==> src/fractal_pkg.sv <==
// shared widths, counts and register map of the fractal pixel generator
// AXI response code and escape radius for the cores
package fractal_pkg;

    localparam int DATA_WIDTH      = 32;
    localparam int FRAC_BITS       = 24;    // 8.24 coordinates
    localparam int ITER_WIDTH      = 16;
    localparam int CORE_COUNT      = 4;
    localparam int CORE_IDX_WIDTH  = $clog2(CORE_COUNT);
    localparam int COORD_WIDTH     = 16;

    //////////////////////////////////////////////////////////////////////
    // register map
    localparam int REG_COUNT       = 8;
    localparam int REG_AWIDTH      = 3;
    localparam int AXIL_ADDR_WIDTH = 8;
    localparam int REG_CTRL        = 0;     // bit 0 run
    localparam int REG_START_X     = 1;
    localparam int REG_START_Y     = 2;
    localparam int REG_STEP        = 3;
    localparam int REG_MAX_ITER    = 4;
    localparam int REG_SIZE        = 5;     // cols low, rows high

    localparam logic [1:0] AXI_RESP_OKAY = 2'b00;

    // |z|^2 limit of 4.0, sized like the magnitude sum in the cores
    localparam logic [2*DATA_WIDTH-FRAC_BITS:0] ESCAPE_LIMIT = 4 << FRAC_BITS;

endpackage
==> src/axil_regfile.sv <==
// AXI-Lite slave over eight 32-bit registers
// write side takes address and data in any order, read side fetches then holds
// configuration fields decoded from the registers
`timescale 1ns/1ps

module axil_regfile (
    input  logic                                   out_stream_aclk,
    input  logic                                   axi_resetn,
    input  logic [fractal_pkg::AXIL_ADDR_WIDTH-1:0] s_axi_lite_awaddr_i,
    input  logic                                   s_axi_lite_awvalid_i,
    output logic                                   s_axi_lite_awready_o,
    input  logic [31:0]                            s_axi_lite_wdata_i,
    input  logic                                   s_axi_lite_wvalid_i,
    output logic                                   s_axi_lite_wready_o,
    output logic                                   s_axi_lite_bvalid_o,
    output logic [1:0]                             s_axi_lite_bresp_o,
    input  logic                                   s_axi_lite_bready_i,
    input  logic [fractal_pkg::AXIL_ADDR_WIDTH-1:0] s_axi_lite_araddr_i,
    input  logic                                   s_axi_lite_arvalid_i,
    output logic                                   s_axi_lite_arready_o,
    output logic                                   s_axi_lite_rvalid_o,
    output logic [31:0]                            s_axi_lite_rdata_o,
    output logic [1:0]                             s_axi_lite_rresp_o,
    input  logic                                   s_axi_lite_rready_i,
    output logic                                   run_o,
    output logic [fractal_pkg::DATA_WIDTH-1:0]      start_x_o,
    output logic [fractal_pkg::DATA_WIDTH-1:0]      start_y_o,
    output logic [fractal_pkg::DATA_WIDTH-1:0]      step_o,
    output logic [fractal_pkg::ITER_WIDTH-1:0]      max_iter_o,
    output logic [fractal_pkg::COORD_WIDTH-1:0]     size_x_o,
    output logic [fractal_pkg::COORD_WIDTH-1:0]     size_y_o
);

    logic [31:0]                        regs [fractal_pkg::REG_COUNT];
    logic [fractal_pkg::REG_AWIDTH-1:0] wr_addr;
    logic [fractal_pkg::REG_AWIDTH-1:0] rd_addr;
    logic [31:0]                        wr_data;
    logic                               aw_held;
    logic                               w_held;
    logic                               rd_fetch;

    //////////////////////////////////////////////////////////////////////
    // write side
    always_ff @(posedge out_stream_aclk) begin
        if (!axi_resetn) begin
            aw_held             <= 1'b0;
            w_held              <= 1'b0;
            s_axi_lite_bvalid_o <= 1'b0;
            for (int i = 0; i < fractal_pkg::REG_COUNT; i++) begin
                regs[i] <= '0;
            end
        end else begin
            if (s_axi_lite_awready_o && s_axi_lite_awvalid_i) begin
                aw_held <= 1'b1;
                wr_addr <= s_axi_lite_awaddr_i[2 +: fractal_pkg::REG_AWIDTH]; // word index
            end
            if (s_axi_lite_wready_o && s_axi_lite_wvalid_i) begin
                w_held  <= 1'b1;
                wr_data <= s_axi_lite_wdata_i;
            end
            if (aw_held && w_held) begin
                regs[wr_addr]       <= wr_data;
                aw_held             <= 1'b0;
                w_held              <= 1'b0;
                s_axi_lite_bvalid_o <= 1'b1;
            end
            if (s_axi_lite_bvalid_o && s_axi_lite_bready_i) begin
                s_axi_lite_bvalid_o <= 1'b0;
            end
        end
    end

    assign s_axi_lite_awready_o = !aw_held && !s_axi_lite_bvalid_o;
    assign s_axi_lite_wready_o  = !w_held && !s_axi_lite_bvalid_o;
    assign s_axi_lite_bresp_o   = fractal_pkg::AXI_RESP_OKAY;

    //////////////////////////////////////////////////////////////////////
    // read side, capture then fetch then hold
    always_ff @(posedge out_stream_aclk) begin
        if (!axi_resetn) begin
            rd_fetch            <= 1'b0;
            s_axi_lite_rvalid_o <= 1'b0;
        end else begin
            if (s_axi_lite_arready_o && s_axi_lite_arvalid_i) begin
                rd_fetch <= 1'b1;
                rd_addr  <= s_axi_lite_araddr_i[2 +: fractal_pkg::REG_AWIDTH];
            end
            if (rd_fetch) begin
                rd_fetch            <= 1'b0;
                s_axi_lite_rvalid_o <= 1'b1;
                s_axi_lite_rdata_o  <= regs[rd_addr];
            end
            if (s_axi_lite_rvalid_o && s_axi_lite_rready_i) begin
                s_axi_lite_rvalid_o <= 1'b0;
            end
        end
    end

    assign s_axi_lite_arready_o = !rd_fetch && !s_axi_lite_rvalid_o;
    assign s_axi_lite_rresp_o   = fractal_pkg::AXI_RESP_OKAY;

    // view configuration
    assign run_o      = regs[fractal_pkg::REG_CTRL][0];
    assign start_x_o  = regs[fractal_pkg::REG_START_X][fractal_pkg::DATA_WIDTH-1:0];
    assign start_y_o  = regs[fractal_pkg::REG_START_Y][fractal_pkg::DATA_WIDTH-1:0];
    assign step_o     = regs[fractal_pkg::REG_STEP][fractal_pkg::DATA_WIDTH-1:0];
    assign max_iter_o = regs[fractal_pkg::REG_MAX_ITER][fractal_pkg::ITER_WIDTH-1:0];
    assign size_x_o   = regs[fractal_pkg::REG_SIZE][fractal_pkg::COORD_WIDTH-1:0];
    assign size_y_o   = regs[fractal_pkg::REG_SIZE][2*fractal_pkg::COORD_WIDTH-1:
                                                    fractal_pkg::COORD_WIDTH];

endmodule

==> config.mk <==
export PLATFORM = sky130hd
export DESIGN_NAME = axil_regfile
export DESIGN_NICKNAME = d
export VERILOG_FILES = /design/src/fractal_pkg.sv /design/src/axil_regfile.sv
export SDC_FILE = /design/constraint.sdc
export NUM_CORES = 1
export LEC_CHECK = 0
export ABC_CLOCK_PERIOD_IN_PS = 4500
export BUFFER_PORTS_ARGS = -buffer_cell sky130_fd_sc_hd__buf_4
export CAP_MARGIN = 20
export CELL_PAD_IN_SITES_DETAIL_PLACEMENT = 0
export CELL_PAD_IN_SITES_GLOBAL_PLACEMENT = 1
export CORE_ASPECT_RATIO = 0.9
export CORE_UTILIZATION = 42
export DETAILED_ROUTE_END_ITERATION = 6
export GPL_TIMING_DRIVEN = 0
export PLACE_DENSITY_LB_ADDON = 0.1
export SYNTH_ARGS = -nofsm -noshare
export SYNTH_HDL_FRONTEND = slang
export SYNTH_SLANG_ARGS = --single-unit
==> constraint.sdc <==
create_clock -name out_stream_aclk -period 4.5 [get_ports out_stream_aclk]
set_input_delay 0.9 -clock out_stream_aclk [delete_from_list [all_inputs] [get_ports out_stream_aclk]]
set_output_delay 0.9 -clock out_stream_aclk [all_outputs]
set_load 0.03 [all_outputs]
==> impl_metrics.yaml, run 1 <==
status:
  status: "complete, no violations"
die:
  coreArea_um2: 32270
  dieArea_um2: 33940
  ios: 241
  start_util: 0.4322
  fp.dieH_um: 174.9
  rows: 62
  die_w_um: 194.1
synthesis:
  synth-edff-count: 326
  ys_warn_count: 0
  yosysTopAreaCell: "edfxtp_1"
  yosysUniqueCellTypes: 26
  yosys.area.top_type_share: 0.7019
  syn_area_per_cell_um2: 16.49
  synth.area.top_cells: "edfxtp_1 (70%), nor3_1 (9.2%), mux4_1 (7.5%)"
  synthArstFlopShare: 0
  synth_flop_cell: "edfxtp_1"
  synth_seq_cells: 331
  yosysMostFrequentCell: "edfxtp_1"
  synthTopCellsByCount: "edfxtp_1 (326), nor3_1 (256), clkbuf_1 (49)"
  yosysSeqAreaShare: 0.7091
  synthCells: 846
  syn_area_um2: 13950
detailed_routing:
  viasPerCell: 5.760
  firstDrtPassIters: 5
  vias: 9032
  wl_per_cell_um: 27.06
  drt_wl_total_um: 42430
  drc: 0
  initialDrtViolationCount: 714
  drtAntennaViolNets: 0
timing:
  relSlewSlack: 0.2583
  timing.final.crit_period_ns: 2.657
  hold_viol: 0
  skew_ns: 0.01900
  setup_viol: 0
  hold-worst-slack_ns: 0.4768
  grt_setup_unrepaired: "no"
  worstMarginPinSlew_ns: 1.112
  fin_ws_ns: 1.843
  maxSlewViolCount: 0
  max_freq_mhz: 376.3
  finalCritPeriodShare: 0.5905
pwr:
  ir_worst_vdd_v: 0.0002128
  finalPower_mw: 7.062
  p_per_area_nw_per_um2: 400.6
  p_leak_nw: 6.333
  p_sw_frac: 0.2386
  p_sw_mw: 1.685
  internal_power_mw: 5.377
  pwr-share-clk: 0.402
  power_frac_comb: 0.094
  p_seq_frac: 0.504
clock_tree:
  path_clk_slew_ns: 0.06
  postCtsHoldBufs: 0
  clkLatencyLatePin_ns: 0.52
  cts_root_buffer: "clkbuf_16"
  cts_num_sinks: 331
  cts_resized: 0
  cts_tree: "built"
  clockBufferDepth: 3
  cts_setup_buffers: 0
  cts_buffers: 36
  htree_levels: 2
placed_design:
  place_hpwl_um: 28820
  place_ws_ns: 1.312
  portBuffers: 226
  placedInstanceArea_um2: 16530
  place_congestion: 0.7656
final_layout:
  drive_gt1_frac: 0.3359
  antenna_cells: 0
  nNetsFinal: 1180
  syn_to_final_growth_pct: 26.40
  stdcell_area_um2: 17630
global_routing:
  grt_max_degree: 24
  grt_pass1_wl_um: 61070
  met2_usage: 0.4003
  grt_use_met3: 0.04710
  overflow: 0
  grt_pass1_vias: 9165
  grt_antenna_before_repair: 0
  top_usage_layer: "met2"
  track_usage: 0.2491
  met1_usage: 0.3526
critical_path:
  path_max_fanout: 18
  r2r_slack_ns: 1.95
  crit_chain: "buf_4 -> clkbuf_1 -> and2_2 -> buf_16"
  slowest_stage: "clkbuf_1"
  crit_buf_inv: 3
  cp_top_family: "buffers and inverters"
  worst-setup-path-type: "input port to register"
  setup.worst_path.end_class: "register"
  worstPathRequired_ns: 4.71
  worstPathArrival_ns: 2.87
  start_kind: "input port"
  critical_path.max_stage_delay_ns: 0.84
min_path:
  holdCritPathClass: "register to register"
flow_run:
  drv_cap: 0
## worst register-to-register path, stage by stage, from the launching register on
cell and delay [ns]:
dfxtp_1 0.30, buf_2 0.20, nand3b_1 0.32, clkbuf_1 0.41
o21ai_4 0.74, buf_16 0.25
## layout make-up
cell class | instances | area [um2]
Timing Repair Buffer | 238 | 1944
Fill cell | 2700 | 14640
Buffer | 97 | 501.7
Sequential cell | 331 | 9889
Multi-Input combinational cell | 388 | 3550
Tap cell | 416 | 520.5
Clock buffer | 48 | 967.2
Clock inverter | 17 | 132.6
Inverter | 33 | 123.9
## registers in the layout (all words and copies together), names as in the netlist
register             cells
aw_held                  1
w_held                   1
rd_fetch                 1
regs                   256
s_axi_lite_bvalid_o      1
wr_data                 32
rd_addr                  3
s_axi_lite_rvalid_o      1
s_axi_lite_rdata_o      32
wr_addr                  3
## stage by stage
| stage | cells | TNS, ns | util |
|---|---|---|---|
| after CTS | 1568 | 0 | 0.5463 |
| after detailed placement | 1503 | 0 | 0.5122 |
| after global routing | 1568 | 0 | 0.5463 |
| final | 1568 | 0 | 0.5463 |
| after floorplan | 849 | 0 | - |
| after global placement | 1491 | -578.16 | 0.5014 |
## cell usage in the layout, fill, tap and decap left out, drive strengths merged
cell    synthesis  routed
clkinv         32      45
or3b            3       3
inv             1       3
nor3          256     256
bufinv          0       2
clkbuf         49      97
a21oi           3       3
nor2            3       3
nor4b           2       2
dfxtp           5       5
edfxtp        326     326
a211oi          1       1
o21ai           8       8
and2            1       1
mux4           64      64
nand3           2       2
nand3b          4       4
nand2b          3       3
conb            1       4
and3            2       2
mux2           32      32
buf            48     286
## power groups by stage
| stage | Sequential (mW) | Clock [mW] | Combinational (mW) |
|---|---|---|---|
| CTS | 3.56 | 2.86 | 0.669 |
| floorplan | 3.72 | 0 | 0.268 |
| detailed placement | 3.63 | 0 | 0.667 |
| finish | 3.56 | 2.84 | 0.665 |
| global route | 3.57 | 2.99 | 0.695 |
| global placement | 3.65 | 0 | 0.626 |
## per-layer routing
layer | share of wire | vias up
li1 | - | 3906
met1 | 0.43 | 4638
met2 | 0.48 | 438
met3 | 0.079 | 50
met4 | 0.017 | 0
met5 | 0 | -
## path summary, 6_finish.rpt
| path | from | end | cells past startpoint |
|---|---|---|---|
| setup reg to reg | w_held$_SDFFE_PP0P_ | regs[4][19]$_SDFFCE_PN0P_ | 5 |
| hold reg to reg | s_axi_lite_rvalid_o$_SDFFE_PP0P_ | s_axi_lite_rvalid_o$_SDFFE_PP0P_ | 1 |
| setup / recovery | axi_resetn | s_axi_lite_rdata_o[15]$_DFFE_PP_ | 4 |
| hold / removal | s_axi_lite_rvalid_o$_SDFFE_PP0P_ | s_axi_lite_rvalid_o$_SDFFE_PP0P_ | 1 |
## logic make-up (layout without fill, tap and decap cells)
logic type,Yosys count,in the layout,share of synthesized area
flops,331,331,0.7091
simple gates,276,276,0.1014
buf+inv,130,433,0.04486
mux,96,96,0.1399
compound gates,12,12,0.004486
other cells,1,4,0.0002689
Power figures use the tool's default switching activity.
==> inputs of run 2 (changes only) <==
--- a/config.mk
+++ b/config.mk
@@ -5,13 +5,13 @@
 export SDC_FILE = /design/constraint.sdc
 export NUM_CORES = 1
 export LEC_CHECK = 0
-export ABC_CLOCK_PERIOD_IN_PS = 4500
+export ABC_CLOCK_PERIOD_IN_PS = 2700
 export BUFFER_PORTS_ARGS = -buffer_cell sky130_fd_sc_hd__buf_4
 export CAP_MARGIN = 20
 export CELL_PAD_IN_SITES_DETAIL_PLACEMENT = 0
 export CELL_PAD_IN_SITES_GLOBAL_PLACEMENT = 1
 export CORE_ASPECT_RATIO = 0.9
-export CORE_UTILIZATION = 42
+export CORE_UTILIZATION = 47
 export DETAILED_ROUTE_END_ITERATION = 6
 export GPL_TIMING_DRIVEN = 0
 export PLACE_DENSITY_LB_ADDON = 0.1
==> constraint.sdc (replaced) <==
create_clock -name out_stream_aclk -period 2.7 [get_ports out_stream_aclk]
set_input_delay 0.54 -clock out_stream_aclk [delete_from_list [all_inputs] [get_ports out_stream_aclk]]
set_output_delay 0.54 -clock out_stream_aclk [all_outputs]
set_load 0.03 [all_outputs]
==> impl_metrics.yaml, run 2 (synthesized netlist as in run 1, its figures left out) <==
clock_tree:
  cts_setup_buffers: 0
  path_clk_slew_ns: 0.06
  cts_resized: 0
  postCtsHoldBufs: 0
  cts_buffers: 36
  clockBufferDepth: 3
  htree_levels: 2
  cts_num_sinks: 331
  clkLatencyLatePin_ns: 0.52
  cts_root_buffer: "clkbuf_16"
  cts_tree: "built"
pwr:
  internal_power_mw: 8.758
  finalPower_mw: 11.48
  p_sw_frac: 0.2369
  p_per_area_nw_per_um2: 655.5
  ir_worst_vdd_v: 0.0003821
  power_frac_comb: 0.095
  p_leak_nw: 6.290
  pwr-share-clk: 0.388
  p_sw_mw: 2.719
  p_seq_frac: 0.517
timing:
  relSlewSlack: 0.3062
  worstMarginPinSlew_ns: 1.026
  grt_setup_unrepaired: "no"
  hold-worst-slack_ns: 0.1937
  finalCritPeriodShare: 0.9146
  hold_viol: 0
  timing.final.crit_period_ns: 2.469
  skew_ns: 0.02321
  maxSlewViolCount: 0
  max_freq_mhz: 405.0
  setup_viol: 0
die:
  dieArea_um2: 30370
  start_util: 0.4807
  rows: 59
  coreArea_um2: 29010
  die_w_um: 183.6
  ios: 241
  fp.dieH_um: 165.4
critical_path:
  crit_chain: "buf_2 -> nand3b_1 -> clkbuf_1 -> o21ai_4 -> buf_12"
  worst-setup-path-type: "register to register"
  start_kind: "register"
  worstPathArrival_ns: 2.68
  critical_path.max_stage_delay_ns: 0.65
  setup.worst_path.end_class: "register"
  worstPathRequired_ns: 2.91
  path_max_fanout: 20
  slowest_stage: "o21ai_4"
  cp_top_family: "buffers and inverters"
  crit_buf_inv: 3
placed_design:
  portBuffers: 226
  place_congestion: 0.8088
  place_hpwl_um: 26540
detailed_routing:
  top_layer: "met5"
  viasPerCell: 5.803
  wl_met3_um: 3352
  drt-met1-wl_um: 17200
  drtAntennaViolNets: 0
  drt_wl_total_um: 39850
  initialDrtViolationCount: 944
  route.met2.wl_um: 18440
  drc: 0
  vias: 8966
  wl_per_cell_um: 25.79
  firstDrtPassIters: 4
final_layout:
  syn_to_final_growth_pct: 25.53
  mostFrequentLayoutCell: "edfxtp_1"
  drive_gt1_frac: 0.3351
  antenna_cells: 0
  reg_top3: "regs (256), s_axi_lite_rdata_o (32), wr_data (32)"
  nNetsFinal: 1179
  top_register: "regs"
  final_cell_mix: "edfxtp_1 (326), nor3_1 (256), buf_4 (246)"
  largest_register_ff_count: 256
  fillCellCount: 2277
min_path:
  holdCritPathClass: "input port to register"
global_routing:
  grt_max_degree: 31
  grt_antenna_before_repair: 0
  grt_pass1_vias: 8904
  overflow: 0
  track_usage: 0.2663
  grt_pass1_wl_um: 57720
status:
  status: "complete, no violations"
flow_run:
  drv_cap: 0
## run 2: cell types whose count changed in the layout (fill, tap and decap cells not counted), sizes merged
cell / before / now
buf: 286 / 285
bufinv: 2 / 0
## run 2: path summary, 6_finish.rpt
path	start	endpoint	slack [ns]	cells past startpoint
setup reg to reg	w_held$_SDFFE_PP0P_	regs[5][18]$_SDFFCE_PN0P_	0.23	5
setup / recovery	w_held$_SDFFE_PP0P_	regs[5][18]$_SDFFCE_PN0P_	0.23	5
hold / removal	s_axi_lite_wdata_i[10]	wr_data[10]$_DFFE_PP_	0.19	1
hold reg to reg	s_axi_lite_rvalid_o$_SDFFE_PP0P_	s_axi_lite_rvalid_o$_SDFFE_PP0P_	0.47	1
## run 2: power groups by stage
| stage | clock (mW) | sequential, mW | combinational [mW] |
|---|---|---|---|
| final | 4.46 | 5.93 | 1.09 |
| after global routing | 4.67 | 5.95 | 1.14 |
| after CTS | 4.47 | 5.93 | 1.09 |
| after detailed placement | 0 | 6.04 | 1.09 |
| after global placement | 0 | 6.05 | 1.03 |
| after floorplan | 0 | 6.19 | 0.453 |
## run 2: through the flow
stage               TNS, ns  cells  worst slack [ns]  utilization  instance area [um2]
floorplan            -16.91    849           -0.2642            -                14000
global placement    -269.65   1471            -1.984       0.5580                16190
detailed placement        0   1482            0.2143       0.5676                16470
CTS                       0   1545            0.2215       0.6035                17510
global route              0   1545           0.09831       0.6035                17510
finish                    0   1545            0.2307       0.6035                17510
## run 2: area by class of cell
| cell class | count | area (um2) | share of cell area |
|---|---|---|---|
| clock buffers | 48 | 967.2 | 0.05524 |
| multi-input cells | 388 | 3550 | 0.2027 |
| flip-flops and latches | 331 | 9889 | 0.5649 |
| inverters | 33 | 123.9 | 0.007075 |
| well taps | 396 | 495.5 | 0.02830 |
| plain buffers | 97 | 501.7 | 0.02866 |
| clock inverters | 15 | 73.82 | 0.004216 |
| repair buffers | 237 | 1907 | 0.1089 |
## run 2: per-layer routing
metal / track usage / up-vias
met3: 0.05110 / 60
li1: - / 3892
met4: 0.07462 / 2
met2: 0.4031 / 472
met5: 0.01333 / -
met1: 0.3943 / 4540
==> inputs of run 3 (changes only) <==
--- a/config.mk
+++ b/config.mk
@@ -10,7 +10,7 @@
 export CAP_MARGIN = 20
 export CELL_PAD_IN_SITES_DETAIL_PLACEMENT = 0
 export CELL_PAD_IN_SITES_GLOBAL_PLACEMENT = 1
-export CORE_ASPECT_RATIO = 0.9
+export CORE_ASPECT_RATIO = 1.5
 export CORE_UTILIZATION = 47
 export DETAILED_ROUTE_END_ITERATION = 6
 export GPL_TIMING_DRIVEN = 0
==> impl_metrics.yaml, run 3 (synthesized netlist as in run 1, its figures left out) <==
status:
  status: "complete, no violations"
detailed_routing:
  drtAntennaViolNets: 0
  drt_wl_total_um: 40350
  vias: 8960
  initialDrtViolationCount: 674
  firstDrtPassIters: 5
  route.met2.wl_um: 21550
  wl_met3_um: 2838
  wl_per_cell_um: 26.31
  viasPerCell: 5.841
  top_layer: "met4"
  drc: 0
  drt-met1-wl_um: 14430
clock_tree:
  cts_resized: 0
  htree_levels: 1
  cts_buffers: 31
  clkLatencyLatePin_ns: 0.55
  path_clk_slew_ns: 0.07
  cts_num_sinks: 331
  cts_root_buffer: "clkbuf_16"
  cts_tree: "built"
  clockBufferDepth: 3
critical_path:
  path_max_fanout: 17
  worstPathRequired_ns: 2.95
  start_kind: "register"
  r2r_cells: 5
  slowest_stage: "o21ai_4"
  critical_path.max_stage_delay_ns: 0.75
  r2r_end: "regs[0][19]$_SDFFCE_PN0P_"
  crit_buf_inv: 3
  setup.worst_path.end_class: "register"
  regToRegStartpoint: "w_held$_SDFFE_PP0P_"
  r2r_slack_ns: 0.19
  worst-setup-path-type: "register to register"
  crit_chain: "buf_2 -> nand3b_1 -> clkbuf_1 -> o21ai_4 -> buf_16"
  cp_top_family: "buffers and inverters"
  worstPathArrival_ns: 2.77
min_path:
  hold_path_end: "wr_data[21]$_DFFE_PP_"
  holdPathStages: 1
  hp-start: "s_axi_lite_wdata_i[21]"
  holdCritPathClass: "input port to register"
timing:
  maxSlewViolCount: 0
  worstMarginPinSlew_ns: 1.073
  grt_setup_unrepaired: "no"
  skew_ns: 0.009145
  relSlewSlack: 0.2743
  setup_viol: 0
  max_freq_mhz: 397.8
  timing.final.crit_period_ns: 2.514
  fin_ws_ns: 0.1861
  finalCritPeriodShare: 0.9311
  setup_tns_ns: 0
  hold_viol: 0
flow_run:
  drv_cap: 0
placed_design:
  dp.cells: 1477
  place_ws_ns: -0.09155
  place_congestion: 0.8274
  place_hpwl_um: 27820
  portBuffers: 226
global_routing:
  grt_antenna_before_repair: 0
  grt_pass1_wl_um: 57330
  grt_pass1_vias: 9002
  track_usage: 0.2687
  grt_max_degree: 23
  overflow: 0
die:
  dieArea_um2: 30380
  die_w_um: 142.7
  start_util: 0.4825
  coreArea_um2: 28910
  ios: 241
  rows: 76
  fp.dieH_um: 213.0
final_layout:
  fillCellCount: 2338
  nNetsFinal: 1177
  top_register: "regs"
  mostFrequentLayoutCell: "edfxtp_1"
  final_cell_mix: "edfxtp_1 (326), nor3_1 (256), buf_4 (247)"
  antenna_cells: 0
  layout.cells.non_filler: 1534
  syn_to_final_growth_pct: 24.90
  largest_register_ff_count: 256
  reg_top3: "regs (256), s_axi_lite_rdata_o (32), wr_data (32)"
  drive_gt1_frac: 0.3322
pwr:
  ir_worst_vdd_v: 0.0005190
  p_leak_nw: 6.237
  p_per_area_nw_per_um2: 635.5
## run 3: what timing repair did
item,CTS,global route
hold buffers,0,0
setup buffers,0,2
setup endpoints to repair,0,17
## run 3: worst max path at each step
stage | startpoint | endpoint | slack, ns | cells after the start
after CTS | w_held$_SDFFE_PP0P_ | regs[1][24]$_SDFFCE_PN0P_ | 0.13 | 5
after global routing | w_held$_SDFFE_PP0P_ | regs[4][12]$_SDFFCE_PN0P_ | 0.06 | 5
after global placement | axi_resetn | regs[0][17]$_SDFFCE_PN0P_ | -2.20 | 4
after floorplan | axi_resetn | regs[0][0]$_SDFFCE_PN0P_ | -0.26 | 3
after detailed placement | axi_resetn | s_axi_lite_rdata_o[20]$_DFFE_PP_ | -0.09 | 4
final | w_held$_SDFFE_PP0P_ | regs[0][19]$_SDFFCE_PN0P_ | 0.19 | 5
## run 3: per-layer routing
| metal | global-route usage | vias up |
|---|---|---|
| li1 | - | 3896 |
| met1 | 0.3309 | 4560 |
| met2 | 0.4728 | 414 |
| met3 | 0.03588 | 90 |
| met4 | 0.1175 | 0 |
| met5 | 0 | - |
## run 3: layout make-up
| cell class | instances | area, um2 | share of cell area |
|---|---|---|---|
| repair buffers | 240 | 1964 | 0.1128 |
| plain buffers | 97 | 501.7 | 0.02880 |
| well taps | 390 | 488.0 | 0.02801 |
| inverters | 33 | 123.9 | 0.007111 |
| clock inverters | 12 | 82.58 | 0.004740 |
| clock buffers | 43 | 820.8 | 0.04712 |
| flip-flops and latches | 331 | 9889 | 0.5677 |
| multi-input cells | 388 | 3550 | 0.2038 |
## run 3: power by group
part           internal (mW)  switching, mW  total, mW
registers               5.84         0.0894       5.93
clock network           2.20           1.84       4.04
logic                  0.408          0.691       1.10
total                   8.45           2.62       11.1
## run 3: metrics by stage
step	util	area (um2)	hold slack, ns	total power, mW
after floorplan	-	14000	0.5773	6.641
after global placement	0.5597	16180	0.4654	7.088
after detailed placement	0.5704	16490	0.4848	7.140
after CTS	0.6017	17390	0.1417	11.11
after global routing	0.6026	17420	0.1413	11.34
final	0.6026	17420	0.1619	11.07
